**config.mk**
```make
export PLATFORM = sky130hd
export DESIGN_NAME = n310_mb_regs
export DESIGN_NICKNAME = d
export VERILOG_FILES = /design/src/hw/n310_mb_pkg.sv /design/src/hw/mb_clock_ctrl.sv /design/src/hw/mb_misc_regs.sv /design/src/hw/mb_rd_resp_mux.sv /design/src/hw/n310_mb_regs.sv
export VERILOG_INCLUDE_DIRS = /design/src /design/src/include
export SDC_FILE = /design/constraint.sdc
export NUM_CORES = 1
export LEC_CHECK = 0
export BUFFER_PORTS_ARGS = -buffer_cell sky130_fd_sc_hd__buf_2
export CAP_MARGIN = 25
export CORE_MARGIN = 2
export CORE_UTILIZATION = 56
export CTS_BUF_LIST = sky130_fd_sc_hd__clkbuf_16
export DETAILED_ROUTE_END_ITERATION = 6
export HOLD_SLACK_MARGIN = 0.12
export MAX_ROUTING_LAYER = met4
export PLACE_DENSITY = 0.82
export SYNTH_ARGS = -nofsm -noshare
export SYNTH_HDL_FRONTEND = slang
export SYNTH_SLANG_ARGS = --single-unit
```
**constraint.sdc**
```tcl
create_clock -name i_bus_clk -period 13.6 [get_ports i_bus_clk]
set_input_delay 4.08 -clock i_bus_clk [delete_from_list [all_inputs] [get_ports i_bus_clk]]
set_output_delay 4.08 -clock i_bus_clk [all_outputs]
set_load 0.05 [all_outputs]
```
**src/include/n310_mb_cfg.svh**
```systemverilog
// N310 motherboard register block configuration
// register port widths, register map, clock control field positions
// and the constants reported by the identity registers
`ifndef N310_MB_CFG_SVH
`define N310_MB_CFG_SVH

//////////////////////////////////////////////////
// register port
`define MB_REG_AWIDTH 14
`define MB_REG_DWIDTH 32

//////////////////////////////////////////////////
// register map, offsets from the misc base
`define MB_REG_BASE_MISC   14'h0000
`define MB_REG_DESIGN_REV  14'h0000 // {compat major, compat minor}
`define MB_REG_DATESTAMP   14'h0004
`define MB_REG_GIT_HASH    14'h0008
`define MB_REG_BUS_COUNTER 14'h000C
`define MB_REG_NUM_CE      14'h0010
`define MB_REG_SCRATCH     14'h0014
`define MB_REG_CLOCK_CTRL  14'h0018

//////////////////////////////////////////////////
// identity values
`define MB_COMPAT_MAJOR 16'd1
`define MB_COMPAT_MINOR 16'd0
`define MB_GIT_HASH     32'hDEADBEEF
`define MB_DATESTAMP    32'h0000_0000
`define MB_NUM_CE       32'd5 // four radios + dram fifo

//////////////////////////////////////////////////
// clock control register fields
`define MB_CLK_PPS_SEL_LSB    0
`define MB_CLK_PPS_SEL_WIDTH  4
`define MB_CLK_PPS_OUT_ENB    4
`define MB_CLK_REF_RST        8
`define MB_CLK_REF_LOCKED     9
`define MB_CLK_MEAS_RST       12
`define MB_CLK_MEAS_LOCKED    13

`define MB_PPS_SEL_RESET 4'h1

// read response sources: misc, clock ctrl, npio
`define MB_NUM_RESP_SLAVES 3

`endif

```
**src/hw/n310_mb_pkg.sv**
```systemverilog
// N310 motherboard register types
// register port address and data words, pps select and the
// halves of the design revision word
`default_nettype none

`include "n310_mb_cfg.svh"

package n310_mb_pkg;

  //////////////////////////////////////////////////
  // register port

  // byte address on the register port
  typedef logic [`MB_REG_AWIDTH-1:0] reg_addr_t;

  typedef logic [`MB_REG_DWIDTH-1:0] reg_data_t; // read and write data

  //////////////////////////////////////////////////
  // clock control and identity

  // pps source select, one code per source
  typedef logic [`MB_CLK_PPS_SEL_WIDTH-1:0] pps_sel_t;

  typedef logic [15:0] compat_t; // major or minor compat number

endpackage

`default_nettype wire

```
**src/hw/mb_clock_ctrl.sv**
```systemverilog
// Motherboard clock and PPS control register
// pps source select, pps output enable, ref and meas clock resets,
// plus the ref and meas lock indicators brought into bus_clk
`timescale 1ns/1ps
`default_nettype none

`include "n310_mb_cfg.svh"

module mb_clock_ctrl
  import n310_mb_pkg::*;
(
  input  logic      i_bus_clk,
  input  logic      i_bus_rst,
  // write port
  input  logic      i_reg_wr_req,
  input  reg_addr_t i_reg_wr_addr,
  input  reg_data_t i_reg_wr_data,
  // read port
  input  logic      i_reg_rd_req,
  input  reg_addr_t i_reg_rd_addr,
  // lock status, async to bus_clk
  input  logic      i_ref_clk_locked,
  input  logic      i_meas_clk_locked,
  // clocking controls
  output pps_sel_t  o_pps_select,
  output logic      o_pps_out_enb,
  output logic      o_ref_clk_reset,
  output logic      o_meas_clk_reset,
  output logic      o_rd_resp,
  output reg_data_t o_rd_data
);

  localparam reg_addr_t ADDR_CLOCK_CTRL = `MB_REG_BASE_MISC + `MB_REG_CLOCK_CTRL;

  logic      ref_locked_ms;
  logic      ref_locked;
  logic      meas_locked_ms;
  logic      meas_locked;
  reg_data_t ctrl_rd_word;

  //////////////////////////////////////////////////
  // control register

  always_ff @(posedge i_bus_clk) begin
    if (i_bus_rst) begin
      o_pps_select     <= `MB_PPS_SEL_RESET;
      o_pps_out_enb    <= 1'b0;
      o_ref_clk_reset  <= 1'b0;
      o_meas_clk_reset <= 1'b0;
    end else if (i_reg_wr_req && (i_reg_wr_addr == ADDR_CLOCK_CTRL)) begin
      o_pps_select     <= i_reg_wr_data[`MB_CLK_PPS_SEL_LSB +: `MB_CLK_PPS_SEL_WIDTH];
      o_pps_out_enb    <= i_reg_wr_data[`MB_CLK_PPS_OUT_ENB];
      o_ref_clk_reset  <= i_reg_wr_data[`MB_CLK_REF_RST];
      o_meas_clk_reset <= i_reg_wr_data[`MB_CLK_MEAS_RST];
    end
  end

  // double-flop the lock bits
  always_ff @(posedge i_bus_clk) begin
    if (i_bus_rst) begin
      ref_locked_ms  <= 1'b0;
      ref_locked     <= 1'b0;
      meas_locked_ms <= 1'b0;
      meas_locked    <= 1'b0;
    end else begin
      ref_locked_ms  <= i_ref_clk_locked;
      ref_locked     <= ref_locked_ms;
      meas_locked_ms <= i_meas_clk_locked;
      meas_locked    <= meas_locked_ms;
    end
  end

  //////////////////////////////////////////////////
  // readback

  // unused bits read as zero
  always_comb begin
    ctrl_rd_word = '0;
    ctrl_rd_word[`MB_CLK_PPS_SEL_LSB +: `MB_CLK_PPS_SEL_WIDTH] = o_pps_select;
    ctrl_rd_word[`MB_CLK_PPS_OUT_ENB] = o_pps_out_enb;
    ctrl_rd_word[`MB_CLK_REF_RST]     = o_ref_clk_reset;
    ctrl_rd_word[`MB_CLK_REF_LOCKED]  = ref_locked;
    ctrl_rd_word[`MB_CLK_MEAS_RST]    = o_meas_clk_reset;
    ctrl_rd_word[`MB_CLK_MEAS_LOCKED] = meas_locked;
  end

  always_ff @(posedge i_bus_clk) begin
    if (i_bus_rst) begin
      o_rd_resp <= 1'b0;
    end else begin
      o_rd_resp <= i_reg_rd_req && (i_reg_rd_addr == ADDR_CLOCK_CTRL);
    end
  end

  always_ff @(posedge i_bus_clk) begin
    if (i_reg_rd_req && (i_reg_rd_addr == ADDR_CLOCK_CTRL)) begin
      o_rd_data <= ctrl_rd_word;
    end
  end

endmodule

`default_nettype wire

```
**src/hw/mb_misc_regs.sv**
```systemverilog
// Motherboard identity and housekeeping registers
// answers reads of design revision, datestamp, build hash, bus counter,
// number of computation engines and scratch; scratch is writable
`timescale 1ns/1ps
`default_nettype none

`include "n310_mb_cfg.svh"

module mb_misc_regs
  import n310_mb_pkg::*;
(
  input  logic      i_bus_clk,
  input  logic      i_bus_rst,
  // write port
  input  logic      i_reg_wr_req,
  input  reg_addr_t i_reg_wr_addr,
  input  reg_data_t i_reg_wr_data,
  // read port
  input  logic      i_reg_rd_req,
  input  reg_addr_t i_reg_rd_addr,
  output logic      o_rd_resp,
  output reg_data_t o_rd_data
);

  localparam reg_addr_t ADDR_DESIGN_REV  = `MB_REG_BASE_MISC + `MB_REG_DESIGN_REV;
  localparam reg_addr_t ADDR_DATESTAMP   = `MB_REG_BASE_MISC + `MB_REG_DATESTAMP;
  localparam reg_addr_t ADDR_GIT_HASH    = `MB_REG_BASE_MISC + `MB_REG_GIT_HASH;
  localparam reg_addr_t ADDR_BUS_COUNTER = `MB_REG_BASE_MISC + `MB_REG_BUS_COUNTER;
  localparam reg_addr_t ADDR_NUM_CE      = `MB_REG_BASE_MISC + `MB_REG_NUM_CE;
  localparam reg_addr_t ADDR_SCRATCH     = `MB_REG_BASE_MISC + `MB_REG_SCRATCH;

  localparam compat_t COMPAT_MAJOR = `MB_COMPAT_MAJOR;
  localparam compat_t COMPAT_MINOR = `MB_COMPAT_MINOR;

  reg_data_t scratch_reg;
  reg_data_t bus_counter;

  //////////////////////////////////////////////////
  // free-running counter and scratch

  always_ff @(posedge i_bus_clk) begin
    if (i_bus_rst) begin
      bus_counter <= '0;
    end else begin
      bus_counter <= bus_counter + 1'b1; // wraps
    end
  end

  always_ff @(posedge i_bus_clk) begin
    if (i_bus_rst) begin
      scratch_reg <= '0;
    end else if (i_reg_wr_req && (i_reg_wr_addr == ADDR_SCRATCH)) begin
      scratch_reg <= i_reg_wr_data;
    end
  end

  //////////////////////////////////////////////////
  // read decode, one cycle to response

  always_ff @(posedge i_bus_clk) begin
    if (i_bus_rst) begin
      o_rd_resp <= 1'b0;
    end else begin
      o_rd_resp <= 1'b0;
      if (i_reg_rd_req) begin
        o_rd_resp <= 1'b1;
        case (i_reg_rd_addr)
          ADDR_DESIGN_REV:  o_rd_data <= {COMPAT_MAJOR, COMPAT_MINOR};
          ADDR_DATESTAMP:   o_rd_data <= `MB_DATESTAMP;
          ADDR_GIT_HASH:    o_rd_data <= `MB_GIT_HASH;
          ADDR_BUS_COUNTER: o_rd_data <= bus_counter; // value at the request edge
          ADDR_NUM_CE:      o_rd_data <= `MB_NUM_CE;
          ADDR_SCRATCH:     o_rd_data <= scratch_reg;
          default:          o_rd_resp <= 1'b0; // not ours, stay quiet
        endcase
      end
    end
  end

  // master waits for each response, so pulses never run together
  a_resp_single_pulse : assert property (
    @(posedge i_bus_clk) disable iff (i_bus_rst)
    o_rd_resp |=> !o_rd_resp
  ) else $error("misc regs read response held for two cycles");

endmodule

`default_nettype wire

```
**src/hw/mb_rd_resp_mux.sv**
```systemverilog
// Register port read response merger
// registers the pulse of whichever slave answers and keeps its data
// until the next response; one cycle from slave pulse to output
`timescale 1ns/1ps
`default_nettype none

`include "n310_mb_cfg.svh"

module mb_rd_resp_mux
  import n310_mb_pkg::*;
#(
  parameter int NUM_SLAVES = `MB_NUM_RESP_SLAVES
) (
  input  logic                       i_bus_clk,
  input  logic                       i_bus_rst,
  input  logic      [NUM_SLAVES-1:0] i_sla_rd_resp,
  input  reg_data_t [NUM_SLAVES-1:0] i_sla_rd_data,
  output logic                       o_rd_resp,
  output reg_data_t                  o_rd_data
);

  reg_data_t sel_data;
  logic      any_resp;

  //////////////////////////////////////////////////
  // select

  assign any_resp = |i_sla_rd_resp;

  // and-or select, only one source pulses at a time
  always_comb begin
    sel_data = '0;
    for (int i = 0; i < NUM_SLAVES; i++) begin
      if (i_sla_rd_resp[i]) begin
        sel_data = sel_data | i_sla_rd_data[i];
      end
    end
  end

  //////////////////////////////////////////////////
  // output register

  always_ff @(posedge i_bus_clk) begin
    if (i_bus_rst) begin
      o_rd_resp <= 1'b0;
    end else begin
      o_rd_resp <= any_resp;
    end
  end

  always_ff @(posedge i_bus_clk) begin
    if (any_resp) begin
      o_rd_data <= sel_data; // held until next response
    end
  end

  // slaves decode disjoint ranges and the master keeps one read in flight
  a_one_responder : assert property (
    @(posedge i_bus_clk) disable iff (i_bus_rst)
    $onehot0(i_sla_rd_resp)
  ) else $error("read response collision, sources %b", i_sla_rd_resp);

endmodule

`default_nettype wire

```
**src/hw/n310_mb_regs.sv**
```systemverilog
// N310 motherboard register block, top level
// register port from the upstream master, fanned out to the misc and
// clock control slaves and passed through to the npio peripheral;
// read responses of all three merged into one registered response
`timescale 1ns/1ps
`default_nettype none

`include "n310_mb_cfg.svh"

module n310_mb_regs
  import n310_mb_pkg::*;
(
  input  logic      i_bus_clk,
  input  logic      i_bus_rst,
  // register port from the master
  input  logic      i_reg_wr_req,
  input  reg_addr_t i_reg_wr_addr,
  input  reg_data_t i_reg_wr_data,
  input  logic      i_reg_rd_req,
  input  reg_addr_t i_reg_rd_addr,
  output logic      o_reg_rd_resp,
  output reg_data_t o_reg_rd_data,
  // register port to npio
  output logic      o_reg_wr_req_npio,
  output reg_addr_t o_reg_wr_addr_npio,
  output reg_data_t o_reg_wr_data_npio,
  output logic      o_reg_rd_req_npio,
  output reg_addr_t o_reg_rd_addr_npio,
  input  logic      i_reg_rd_resp_npio,
  input  reg_data_t i_reg_rd_data_npio,
  // clocking
  input  logic      i_ref_clk_locked,
  input  logic      i_meas_clk_locked,
  output pps_sel_t  o_pps_select,
  output logic      o_pps_out_enb,
  output logic      o_ref_clk_reset,
  output logic      o_meas_clk_reset
);

  logic      misc_rd_resp;
  reg_data_t misc_rd_data;
  logic      clk_rd_resp;
  reg_data_t clk_rd_data;

  //////////////////////////////////////////////////
  // npio passthrough, no decode here
  assign o_reg_wr_req_npio  = i_reg_wr_req;
  assign o_reg_wr_addr_npio = i_reg_wr_addr;
  assign o_reg_wr_data_npio = i_reg_wr_data;
  assign o_reg_rd_req_npio  = i_reg_rd_req;
  assign o_reg_rd_addr_npio = i_reg_rd_addr;

  //////////////////////////////////////////////////
  // internal slaves
  mb_misc_regs u_misc_regs (
    .i_bus_clk     (i_bus_clk),
    .i_bus_rst     (i_bus_rst),
    .i_reg_wr_req  (i_reg_wr_req),
    .i_reg_wr_addr (i_reg_wr_addr),
    .i_reg_wr_data (i_reg_wr_data),
    .i_reg_rd_req  (i_reg_rd_req),
    .i_reg_rd_addr (i_reg_rd_addr),
    .o_rd_resp     (misc_rd_resp),
    .o_rd_data     (misc_rd_data)
  );

  mb_clock_ctrl u_clock_ctrl (
    .i_bus_clk         (i_bus_clk),
    .i_bus_rst         (i_bus_rst),
    .i_reg_wr_req      (i_reg_wr_req),
    .i_reg_wr_addr     (i_reg_wr_addr),
    .i_reg_wr_data     (i_reg_wr_data),
    .i_reg_rd_req      (i_reg_rd_req),
    .i_reg_rd_addr     (i_reg_rd_addr),
    .i_ref_clk_locked  (i_ref_clk_locked),
    .i_meas_clk_locked (i_meas_clk_locked),
    .o_pps_select      (o_pps_select),
    .o_pps_out_enb     (o_pps_out_enb),
    .o_ref_clk_reset   (o_ref_clk_reset),
    .o_meas_clk_reset  (o_meas_clk_reset),
    .o_rd_resp         (clk_rd_resp),
    .o_rd_data         (clk_rd_data)
  );

  // source 0 misc, 1 clock ctrl, 2 npio
  mb_rd_resp_mux #(
    .NUM_SLAVES (`MB_NUM_RESP_SLAVES)
  ) u_rd_resp_mux (
    .i_bus_clk     (i_bus_clk),
    .i_bus_rst     (i_bus_rst),
    .i_sla_rd_resp ({i_reg_rd_resp_npio, clk_rd_resp, misc_rd_resp}),
    .i_sla_rd_data ({i_reg_rd_data_npio, clk_rd_data, misc_rd_data}),
    .o_rd_resp     (o_reg_rd_resp),
    .o_rd_data     (o_reg_rd_data)
  );

endmodule

`default_nettype wire

```
; Yosys cells after proc, flatten, opt, wreduce, memory -nomap -nowiden
; Cells that the tools add are included.
[word_totals]
register_bits = 151
latch_bits = 0
ramBits = 0
romBits = 0
inputBits = 99
out_inout_bits = 102
word_cells = 43
mem_count = 0
[classes]
n_addsub = 1
multipliers = 0
div_mod_pow = 0
n_lt_le_gt_ge = 0
n_eq_ne = 8
n_shift = 0
mux = 5
bitwise_logic = 4
reduce_logical = 9
[ops]
columns = operator, n
row1 = 32-bit one-hot mux with 6 select lines, 1
row2 = 32-bit two-way mux, 3
row3 = 14-bit by 5-bit equality test with 1-bit output (second input constant), 5
row4 = 32-bit by 1-bit adder with 32-bit output (second input constant), 1
row5 = 32-bit by 14-bit bitwise OR with 32-bit output, 1
row6 = 32-bit bitwise OR, 1
row7 = 14-bit by 4-bit equality test with 1-bit output (second input constant), 2
row8 = 14-bit by 3-bit equality test with 1-bit output (second input constant), 1
row9 = 14-bit logical NOT, 1
row10 = 6-bit nonzero test, 1
row11 = 6-bit OR reduction, 1
row12 = 1-bit logical AND, 3
row13 = 3-bit AND reduction, 1
row14 = 3-bit OR reduction, 1
row15 = 1-bit inverter, 2
row16 = 2-bit OR reduction, 1
row17 = 1-bit two-way mux, 1

; Depth between registers and ports, before layout
; Gate-level depths: netlist of run 1.
[depth]
depth_word = 5
mapped_depth = 6
depth_no_buf = 5

; By module
; Synthesis of run 1 repeated with hierarchy kept, for this count alone.
[unflattened]
hier_cells = 625
hier_area_um2 = 7098.1
[modules_own_cells]
columns = module, instances, cells_per_inst, area_each_um2, seq_area_each_um2
row1 = mb_misc_regs, 1, 371, 4073.9, 2262.2
row2 = mb_rd_resp_mux, 1, 109, 1540.2, 980.9
row3 = mb_clock_ctrl, 1, 83, 1018.5, 510.5
row4 = n310_mb_regs, 1, 62, 465.4, 0.0

; Worst setup path before layout of run 1
; Ideal clock, no wire load.
[synth_timing]
path_type = in2reg
from = input port i_reg_rd_addr[10]
to = register u_misc_regs.o_rd_data[0] (enable)
setup_time_ns = 0.594
arrival_time_ns = 9.670
required_ns = 13.006
slack_ns = 3.336
stages = 3
n_path_buf = 0
path_cell_list = nor4_1 nand3_1 a2111oi_0
[synth_via]
elab_chain_len = 3
elab_cells_between_ends = 8
classes_between = eq/ne (5) / reduce/logical (3)
[synth_lines]
columns = element, line_no
row1 = start: declaration, n310_mb_regs.sv:20  ; input reg_addr_t i_reg_rd_addr,
row2 = "14-bit by 3-bit equality test with 1-bit output, or another cell as far along", mb_misc_regs.sv:67  ; case (i_reg_rd_addr)
row3 = 6-bit nonzero test (no source line) *, --
row4 = 3-bit AND reduction (no source line) *, --
row5 = end signal: assignment, mb_misc_regs.sv:68  ; ADDR_DESIGN_REV: o_rd_data <= {COMPAT_MAJOR, COMPAT_MINOR};
row6 = end signal: assignment, mb_misc_regs.sv:69  ; ADDR_DATESTAMP: o_rd_data <= `MB_DATESTAMP;
row7 = end signal: assignment, mb_misc_regs.sv:70  ; ADDR_GIT_HASH: o_rd_data <= `MB_GIT_HASH;
row8 = end: declaration, mb_misc_regs.sv:22  ; output reg_data_t o_rd_data
; Mark *: on every way between the ends. The rest lies on a longest branch, timed or not.
; A chain may end at the register's enable or synchronous reset.

; Worst setup path in the final report of run 1
[layout_timing]
from = input port i_reg_rd_addr[4]
to = output port o_reg_rd_addr_npio[4]
[layout_rtl]
columns = element, line_no
row1 = end: declaration, n310_mb_regs.sv:28  ; output reg_addr_t o_reg_rd_addr_npio,
; No word-level cell between the ends.

==> results of run 1 <==
==> area by class of cell <==
cell class / instances / area share
clock buffers: 17 / 0.0537
clock inverters: 15 / 0.0204
inverters: 16 / 0.00758
multi-input cells: 346 / 0.280
flip-flops and latches: 151 / 0.474
well taps: 143 / 0.0226
repair buffers: 211 / 0.142
==> power groups by stage <==
stage	Combinational, mW	Sequential (mW)	Clock [mW]
after CTS	0.119	0.487	0.466
after detailed placement	0.119	0.497	0
after global placement	0.116	0.496	0
after global routing	0.124	0.488	0.484
after floorplan	0.0661	0.525	0
final	0.119	0.487	0.464
==> routing by layer <==
metal,vias up,GRT usage,part of all wire
met4,0,0.0577,0.013
met3,26,0.0562,0.097
met5,-,-,0
met2,346,0.414,0.47
li1,2534,-,-
met1,2562,0.348,0.41
==> worst paths after layout <==
check                                                           start                                endpoint  slack (ns)  depth (start not counted)
worst max-delay path                                 i_reg_rd_addr[4]                   o_reg_rd_addr_npio[4]        4.91                          2
worst min-delay path              u_clock_ctrl.meas_locked$_SDFF_PP0_    u_clock_ctrl.o_rd_data[13]$_DFFE_PP_        0.40                          0
worst max register to register  u_misc_regs.bus_counter[8]$_SDFF_PP0_  u_misc_regs.bus_counter[31]$_SDFF_PP0_       11.39                          4
worst min register to register    u_clock_ctrl.meas_locked$_SDFF_PP0_    u_clock_ctrl.o_rd_data[13]$_DFFE_PP_        0.40                          0
==> placed cells by master, fill, tap and decap left out, types with 10 or more instances in the layout <==
master	synthesis	layout
o31ai_1	13	13
inv_1	16	17
a221o_1	21	21
nor2b_1	11	10
nor2_1	16	16
a21oi_1	58	58
dfxtp_1	78	78
nand3_1	50	50
edfxtp_1	73	73
o21ai_0	49	49
nand2_1	13	13
clkbuf_16	0	17
buf_2	3	201
a22o_1	31	31
or4_1	13	13
==> cell families after synthesis <==
logic type,count (synthesis),synth area share
compound gates,184,0.185
fa+ha+maj,1,0.00188
flops,151,0.564
simple gates,149,0.126
xor+xnor,11,0.0145
mux,1,0.00169
buf+inv,124,0.107
==> through the flow <==
stage	worst slack, ns	hold WS (ns)
2_1_floorplan	3.34	0.386
3_3_place_gp	4.96	0.388
3_5_place_dp	4.92	0.392
4_1_cts	4.91	0.405
5_1_grt	4.89	0.417
6_report	4.91	0.404
==> metrics.csv, run 1 <==
metric;value;unit
run_status;finished, violations left;
failed_checks;design-rule violations;
ant_nets;0;
critPathBufInv;2;
synth_common_cells;dfxtp_1, edfxtp_1, buf_4, a21oi_1, nand3_1;
drtPass1Iterations;7;
ctsHoldBuffers;0;
synth_edf_count;73;
p_clk_frac;0.434;
period_share;0.639;
worst_path_most_repeated_cell;buf_2;
arrival;4.61;ns
max_stage_delay;0.31;ns
slowest_stage;buf_2;
antenna_cells;0;
cts_buffers;17;
clkSlewWorstSetupHoldPaths;0.06;ns
power.switching;271;uW
cts_tree;built;
h-tree-depth;4;
synth.most_common_cell;dfxtp_1;
powerDensity;135;nW/um2
cp.required;9.52;ns
grt_pass1_vias;5020;
finalSetupViolations;0;
finClkSkew;0.00726;ns
finalCriticalPeriod;8.69;ns
clk_latency;0.41;ns
die-area;12800;um2
num_rows;39;
utilization;0.688;
drive_gt1_frac;0.333;
fmax;115;MHz
cts-root-buf;clkbuf_16;
synth.cell_area;6660;um2
ys_types;40;
yosysTopAreaCell;edfxtp_1;
synth-seq-area-share;0.564;
synth_seq_cells;151;
antenna_found_initial;0;
netlist_top_cells_area;edfxtp_1, dfxtp_1, buf_4;
hold_viol;0;
synth_ff_type;dfxtp_1;
wl;16.2;mm
crit_family;buffers and inverters;
cts_num_sinks;151;
track_usage;0.261;
syn_area_per_cell;10.7;um2
max_cap_violations;0;
critical_path_class;in2out;
die_h;113;um
instances_no_fill;899;
num-fill-cells;839;
start_kind;primary input;
start_util;0.578;
place_area;7310;um2
syn-num-nets;721;
die_w;113;um
hold_class;reg2reg;
switching_share;0.254;
leakagePower;3.11;nW
drt_iter0_drc;594;
power;1.07;mW
cts_buffer_depth;2;
vias_per_cell;6.08;
multi_input_area;2220;um2
ff_latch_area;3750;um2
synth.top_cell.area_share;0.329;
top_level_ports;201;
rsz0062_at_grt;no;
gr-total-overflow;0;
placed_cells;866;
p_int;798;uW
postLayoutCellArea;7930;um2
grt_pass1_wl;25.4;mm
worst_pin_slew;0.983;ns
slew_headroom;0.345;
core_area;11500;um2
area_delta_synth_final;19.1;%
synth_cells;621;
ir_drop;0.000104;V
port_buffers;200;
vias;5468;
crit_path_max_fanout;12;
postCtsSetupRepairBufs;0;
dp_hpwl;11.3;mm
gp_congestion;0.841;
cts_resized;0;
ys_warn_count;0;
drc;16;
wl_per_cell;18.1;um
end_kind;primary output;
share_comb_of_total_power;0.111;
crit_chain;buf_2, buf_2;
ys_async_sr_fraction;0;
fin_setup_tns;0;ns
power_frac_seq;0.455;
nets;843;
grt_max_degree;81;
report.final.slew_viol_count;0;
Power figures use the tool's default switching activity.
==> run 2, diff against run 1 <==
Settings changed: CORE_UTILIZATION 56 to 52, PLACE_DENSITY 0.82 to 0.77.
Clock period 13.6 ns to 8.6 ns, I/O delays scaled along.
==> metrics.csv, run 2 (synthesis results as in run 1) <==
metric;value;unit;change
grt_pass1_vias;4740;;-5.6%
finalCriticalPeriod;5.68;ns;
gr-total-overflow;0;;unchanged
period_share;0.660;;
port_buffers;200;;unchanged
hold_viol;0;;unchanged
place_area;7350;um2;+0.60%
ctsHoldBuffers;0;;unchanged
clkSlewWorstSetupHoldPaths;0.06;ns;about the same
top_level_ports;201;;unchanged
crit_family;buffers and inverters;;
rsz0062_at_grt;no;;
wl_per_cell;16.6;um;-8.0%
area_delta_synth_final;19.5;%;
vias;5327;;-2.6%
cp.required;6.02;ns;-3.50 ns
crit_path_max_fanout;12;;unchanged
critical_path_class;in2out;;
cts_buffer_depth;2;;unchanged
grt_pass1_wl;23.9;mm;-6.0%
wl;15.4;mm;-5.0%
fin_setup_tns;0;ns;unchanged
die-area;13700;um2;+7.4%
final_common_cell;buf_2;;
report.final.slew_viol_count;0;;unchanged
postCtsSetupRepairBufs;0;;unchanged
drtPass1Iterations;5;;-2
track_usage;0.237;;-0.0239
cts_buffers;17;;unchanged
start_kind;primary input;;
core_area;12600;um2;+9.1%
h-tree-depth;4;;unchanged
ir_drop;0.000180;V;+73%
start_util;0.530;;-0.0484
critPathBufInv;2;;unchanged
max_stage_delay;0.30;ns;about the same
num_rows;41;;+5.1%
postLayoutCellArea;7960;um2;+0.38%
drc;0;;-16
cts_resized;0;;unchanged
max_cap_violations;0;;unchanged
hold_class;reg2reg;;
antenna_found_initial;1;;+1
cts_tree;built;;
nets;843;;unchanged
gp_congestion;0.787;;-6.4%
cts-root-buf;clkbuf_16;;
vias_per_cell;5.73;;-5.7%
powerDensity;214;nW/um2;+58%
die_h;117;um;+3.6%
slew_headroom;0.346;;+0.00142
slowest_stage;buf_2;;
final_cell_mix;buf_2, dfxtp_1, edfxtp_1, a21oi_1, nand3_1;;
crit_chain;buf_2, buf_2;;
finClkSkew;0.00850;ns;+0.00124 ns
drt_iter0_drc;643;;+8.2%
worst_path_most_repeated_cell;buf_2;;
end_kind;primary output;;
clk_latency;0.41;ns;about the same
fmax;176;MHz;
grt_max_degree;81;;unchanged
drive_gt1_frac;0.328;;-0.00529
leakagePower;3.13;nW;+0.66%
dp_hpwl;10.9;mm;-3.2%
worst_pin_slew;0.981;ns;-0.00212 ns
ant_nets;0;;unchanged
die_w;117;um;+3.6%
run_status;completed;;
cts_num_sinks;151;;unchanged
arrival;3.10;ns;-1.51 ns
finalSetupViolations;0;;unchanged
==> run 2: cell count changes in the layout (fill, tap and decap cells not counted), sizes merged <==
cell / before / now
clkinvlp: 3 / 1
inv: 18 / 22
bufinv: 3 / 4
clkinv: 7 / 4
diode: 0 / 1
==> run 2: area by class of cell <==
type                       instances  area, um2
multi-input combinational        346       2220
fill                             983       4610
tap                              172        215
antenna                            1       2.50
clock inverter                    15        173
timing repair buffer             211       1110
clock buffer                      17        425
sequential                       151       3750
inverter                          16       60.1
==> run 2: layer usage <==
layer  up-vias  share of wire  global-route usage  routed length, um
met1      2498           0.45               0.329               7010
met4         0          0.014              0.0737                212
li1       2528              -                   -                  -
met3        22          0.077              0.0592               1180
met2       279           0.46               0.344               7030
met5         -              0                   -                  0
==> run 2: through the flow <==
step	setup slack [ns]	hold slack, ns	total power [mW]	util	std cells
5_1_grt	2.88	0.416	1.75	0.633	929
6_report	2.92	0.402	1.70	0.633	929
3_5_place_dp	2.92	0.391	0.972	0.585	896
2_1_floorplan	1.40	0.386	0.934	-	621
4_1_cts	2.92	0.402	1.71	0.633	928
3_3_place_gp	2.95	0.387	0.968	0.581	893
==> run 2: worst paths after layout <==
| check | startpoint | endpoint | slack, ns | depth (start not counted) |
|---|---|---|---|---|
| max | i_reg_rd_addr[4] | o_reg_rd_addr_npio[4] | 2.92 | 2 |
| min | u_clock_ctrl.meas_locked$_SDFF_PP0_ | u_clock_ctrl.o_rd_data[13]$_DFFE_PP_ | 0.40 | 0 |
| max reg2reg | u_misc_regs.bus_counter[8]$_SDFF_PP0_ | u_misc_regs.bus_counter[19]$_SDFF_PP0_ | 6.46 | 4 |
| min reg2reg | u_clock_ctrl.meas_locked$_SDFF_PP0_ | u_clock_ctrl.o_rd_data[13]$_DFFE_PP_ | 0.40 | 0 |
==> run 2: power breakdown <==
part | internal [mW] | switching (mW)
Clock | 0.477 | 0.267
Sequential | 0.766 | 0.00406
Combinational | 0.0450 | 0.141
==> run 3, diff against run 2 <==
Clock period 8.6 ns to 5.3 ns, I/O delays scaled along.
==> metrics.csv, run 3 (synthesis results as in run 1) <==
metric;value;unit;change
run_status;finished, violations left;;
failed_checks;design-rule violations;;
die_w;117;um;unchanged
leakagePower;3.09;nW;-1.5%
cts_num_sinks;151;;unchanged
rsz0062_at_grt;no;;
grtUsageMet2;0.346;;+0.00193
whs;0.398;ns;-0.00391 ns
hold_class;reg2reg;;
wl;15.4;mm;-0.51%
r2r_cells;4;;unchanged
h-tree-depth;4;;unchanged
r2r-start;u_misc_regs.bus_counter[5]$_SDFF_PP0_;;
worst_r2r_endpoint;u_misc_regs.bus_counter[20]$_SDFF_PP0_;;
final_cell_mix;buf_2, dfxtp_1, edfxtp_1, a21oi_1, nand3_1;;
worst_path_most_repeated_cell;buf_2;;
critPathBufInv;2;;unchanged
nets;843;;unchanged
instances_no_fill;927;;-0.22%
grt_pass1_wl;23.4;mm;-2.1%
ir_drop;0.000165;V;-8.3%
holdPathEnd;u_clock_ctrl.o_rd_data[13]$_DFFE_PP_;;
antenna_found_initial;0;;-1
r2r_slack;3.14;ns;-3.32 ns
clkSlewWorstSetupHoldPaths;0.06;ns;about the same
critical_path_class;in2out;;
period_share;0.701;;
drt_iter0_drc;433;;-33%
top_level_ports;201;;unchanged
drtPass1Iterations;7;;+2
gr-total-overflow;0;;unchanged
max_stage_delay;0.31;ns;about the same
crit_path_max_fanout;12;;unchanged
arrival;2.13;ns;-0.97 ns
grt_max_degree;80;;-1.2%
ctsHoldBuffers;0;;unchanged
fmax;269;MHz;
crit_chain;buf_2, buf_2;;
power;2.57;mW;+51%
grt_pass1_vias;4720;;-0.42%
area_delta_synth_final;18.6;%;
crit_family;buffers and inverters;;
powerDensity;326;nW/um2;+52%
report.final.slew_viol_count;0;;unchanged
cts_tree;built;;
cts-root-buf;clkbuf_16;;
cts_resized;0;;unchanged
start_util;0.530;;unchanged
start_kind;primary input;;
hold_path.startpoint;u_clock_ctrl.meas_locked$_SDFF_PP0_;;
dp_hpwl;11.0;mm;+0.55%
track_usage;0.229;;-0.00737
grtUsageMet1;0.312;;-0.0162
gp_congestion;0.816;;+3.6%
slew_headroom;0.382;;+0.0359
max_cap_violations;0;;unchanged
cts_buffer_depth;2;;unchanged
fin_setup_tns;0;ns;unchanged
holdPathStages;0;;unchanged
postCtsSetupRepairBufs;0;;unchanged
slowest_stage;buf_2;;
busiest_layer;met2;;
die_h;117;um;unchanged
path_depth;2;;unchanged
end_kind;primary output;;
drive_gt1_frac;0.332;;+0.00441
hold_viol;0;;unchanged
wl_per_cell;16.6;um;-0.29%
finClkSkew;0.00847;ns;-0.0000237 ns
port_buffers;200;;unchanged
vias_per_cell;5.69;;-0.72%
core_area;12600;um2;unchanged
met3_usage;0.0510;;-0.00824
cp.required;3.71;ns;-2.31 ns
finalSetupViolations;0;;unchanged
final_common_cell;buf_2;;
clk_latency;0.41;ns;about the same
cts_buffers;17;;unchanged
antenna_cells;0;;-1
num_rows;41;;unchanged
worst_pin_slew;0.927;ns;-0.0539 ns
placed_cells;894;;-0.22%
die-area;13700;um2;unchanged
drc;1;;+1
ant_nets;0;;unchanged
vias;5277;;-0.94%
finalCriticalPeriod;3.72;ns;
run 3: layout make-up:
type / instances / area [um2]
Clock buffer: 17 / 425
Timing Repair Buffer: 211 / 1130
Tap cell: 172 / 215
Sequential cell: 151 / 3750
Multi-Input combinational cell: 346 / 2230
Inverter: 16 / 60.1
Fill cell: 974 / 4680
Clock inverter: 14 / 75.1
run 3: worst max-delay path by stage:
| stage | endpoint | startpoint |
|---|---|---|
| finish | o_reg_rd_addr_npio[4] | i_reg_rd_addr[4] |
| global route | o_reg_rd_addr_npio[4] | i_reg_rd_addr[4] |
| CTS | o_reg_rd_addr_npio[4] | i_reg_rd_addr[4] |
| detailed placement | u_clock_ctrl.o_rd_data[4]$_DFFE_PP_ | i_reg_rd_addr[9] |
| global placement | u_misc_regs.o_rd_data[29]$_DFFE_PP_ | i_reg_rd_addr[10] |
| floorplan | u_misc_regs.o_rd_data[0]$_DFFE_PP_ | i_reg_rd_addr[10] |
run 3: worst register-to-register path, delay by kind of cell, from the launching register on:
kind	cells	cell delay, ns
AO/OA/AOI/OAI	1	0.18
flip-flops	1	0.48
AND/OR/NAND/NOR	3	1.42
run 3: through the flow:
| step | utilization | cell area [um2] | worst slack [ns] |
|---|---|---|---|
| 2_1_floorplan | - | 6660 | 0.700 |
| 3_3_place_gp | 0.582 | 7310 | 1.56 |
| 3_5_place_dp | 0.585 | 7350 | 1.47 |
| 4_1_cts | 0.625 | 7860 | 1.58 |
| 5_1_grt | 0.628 | 7890 | 1.55 |
| 6_report | 0.628 | 7890 | 1.58 |
run 3: routing by layer:
metal	wire, um	up-vias
met5	0	-
met4	145	0
met3	1150	14
met2	7140	268
met1	6920	2461
li1	-	2534
run 3: report_power, final:
group	internal, mW	switching [mW]	leakage, nW
Clock	0.581	0.434	0.258
Sequential	1.24	0.00625	1.36
Combinational	0.0731	0.231	1.47
Total	1.90	0.671	3.09
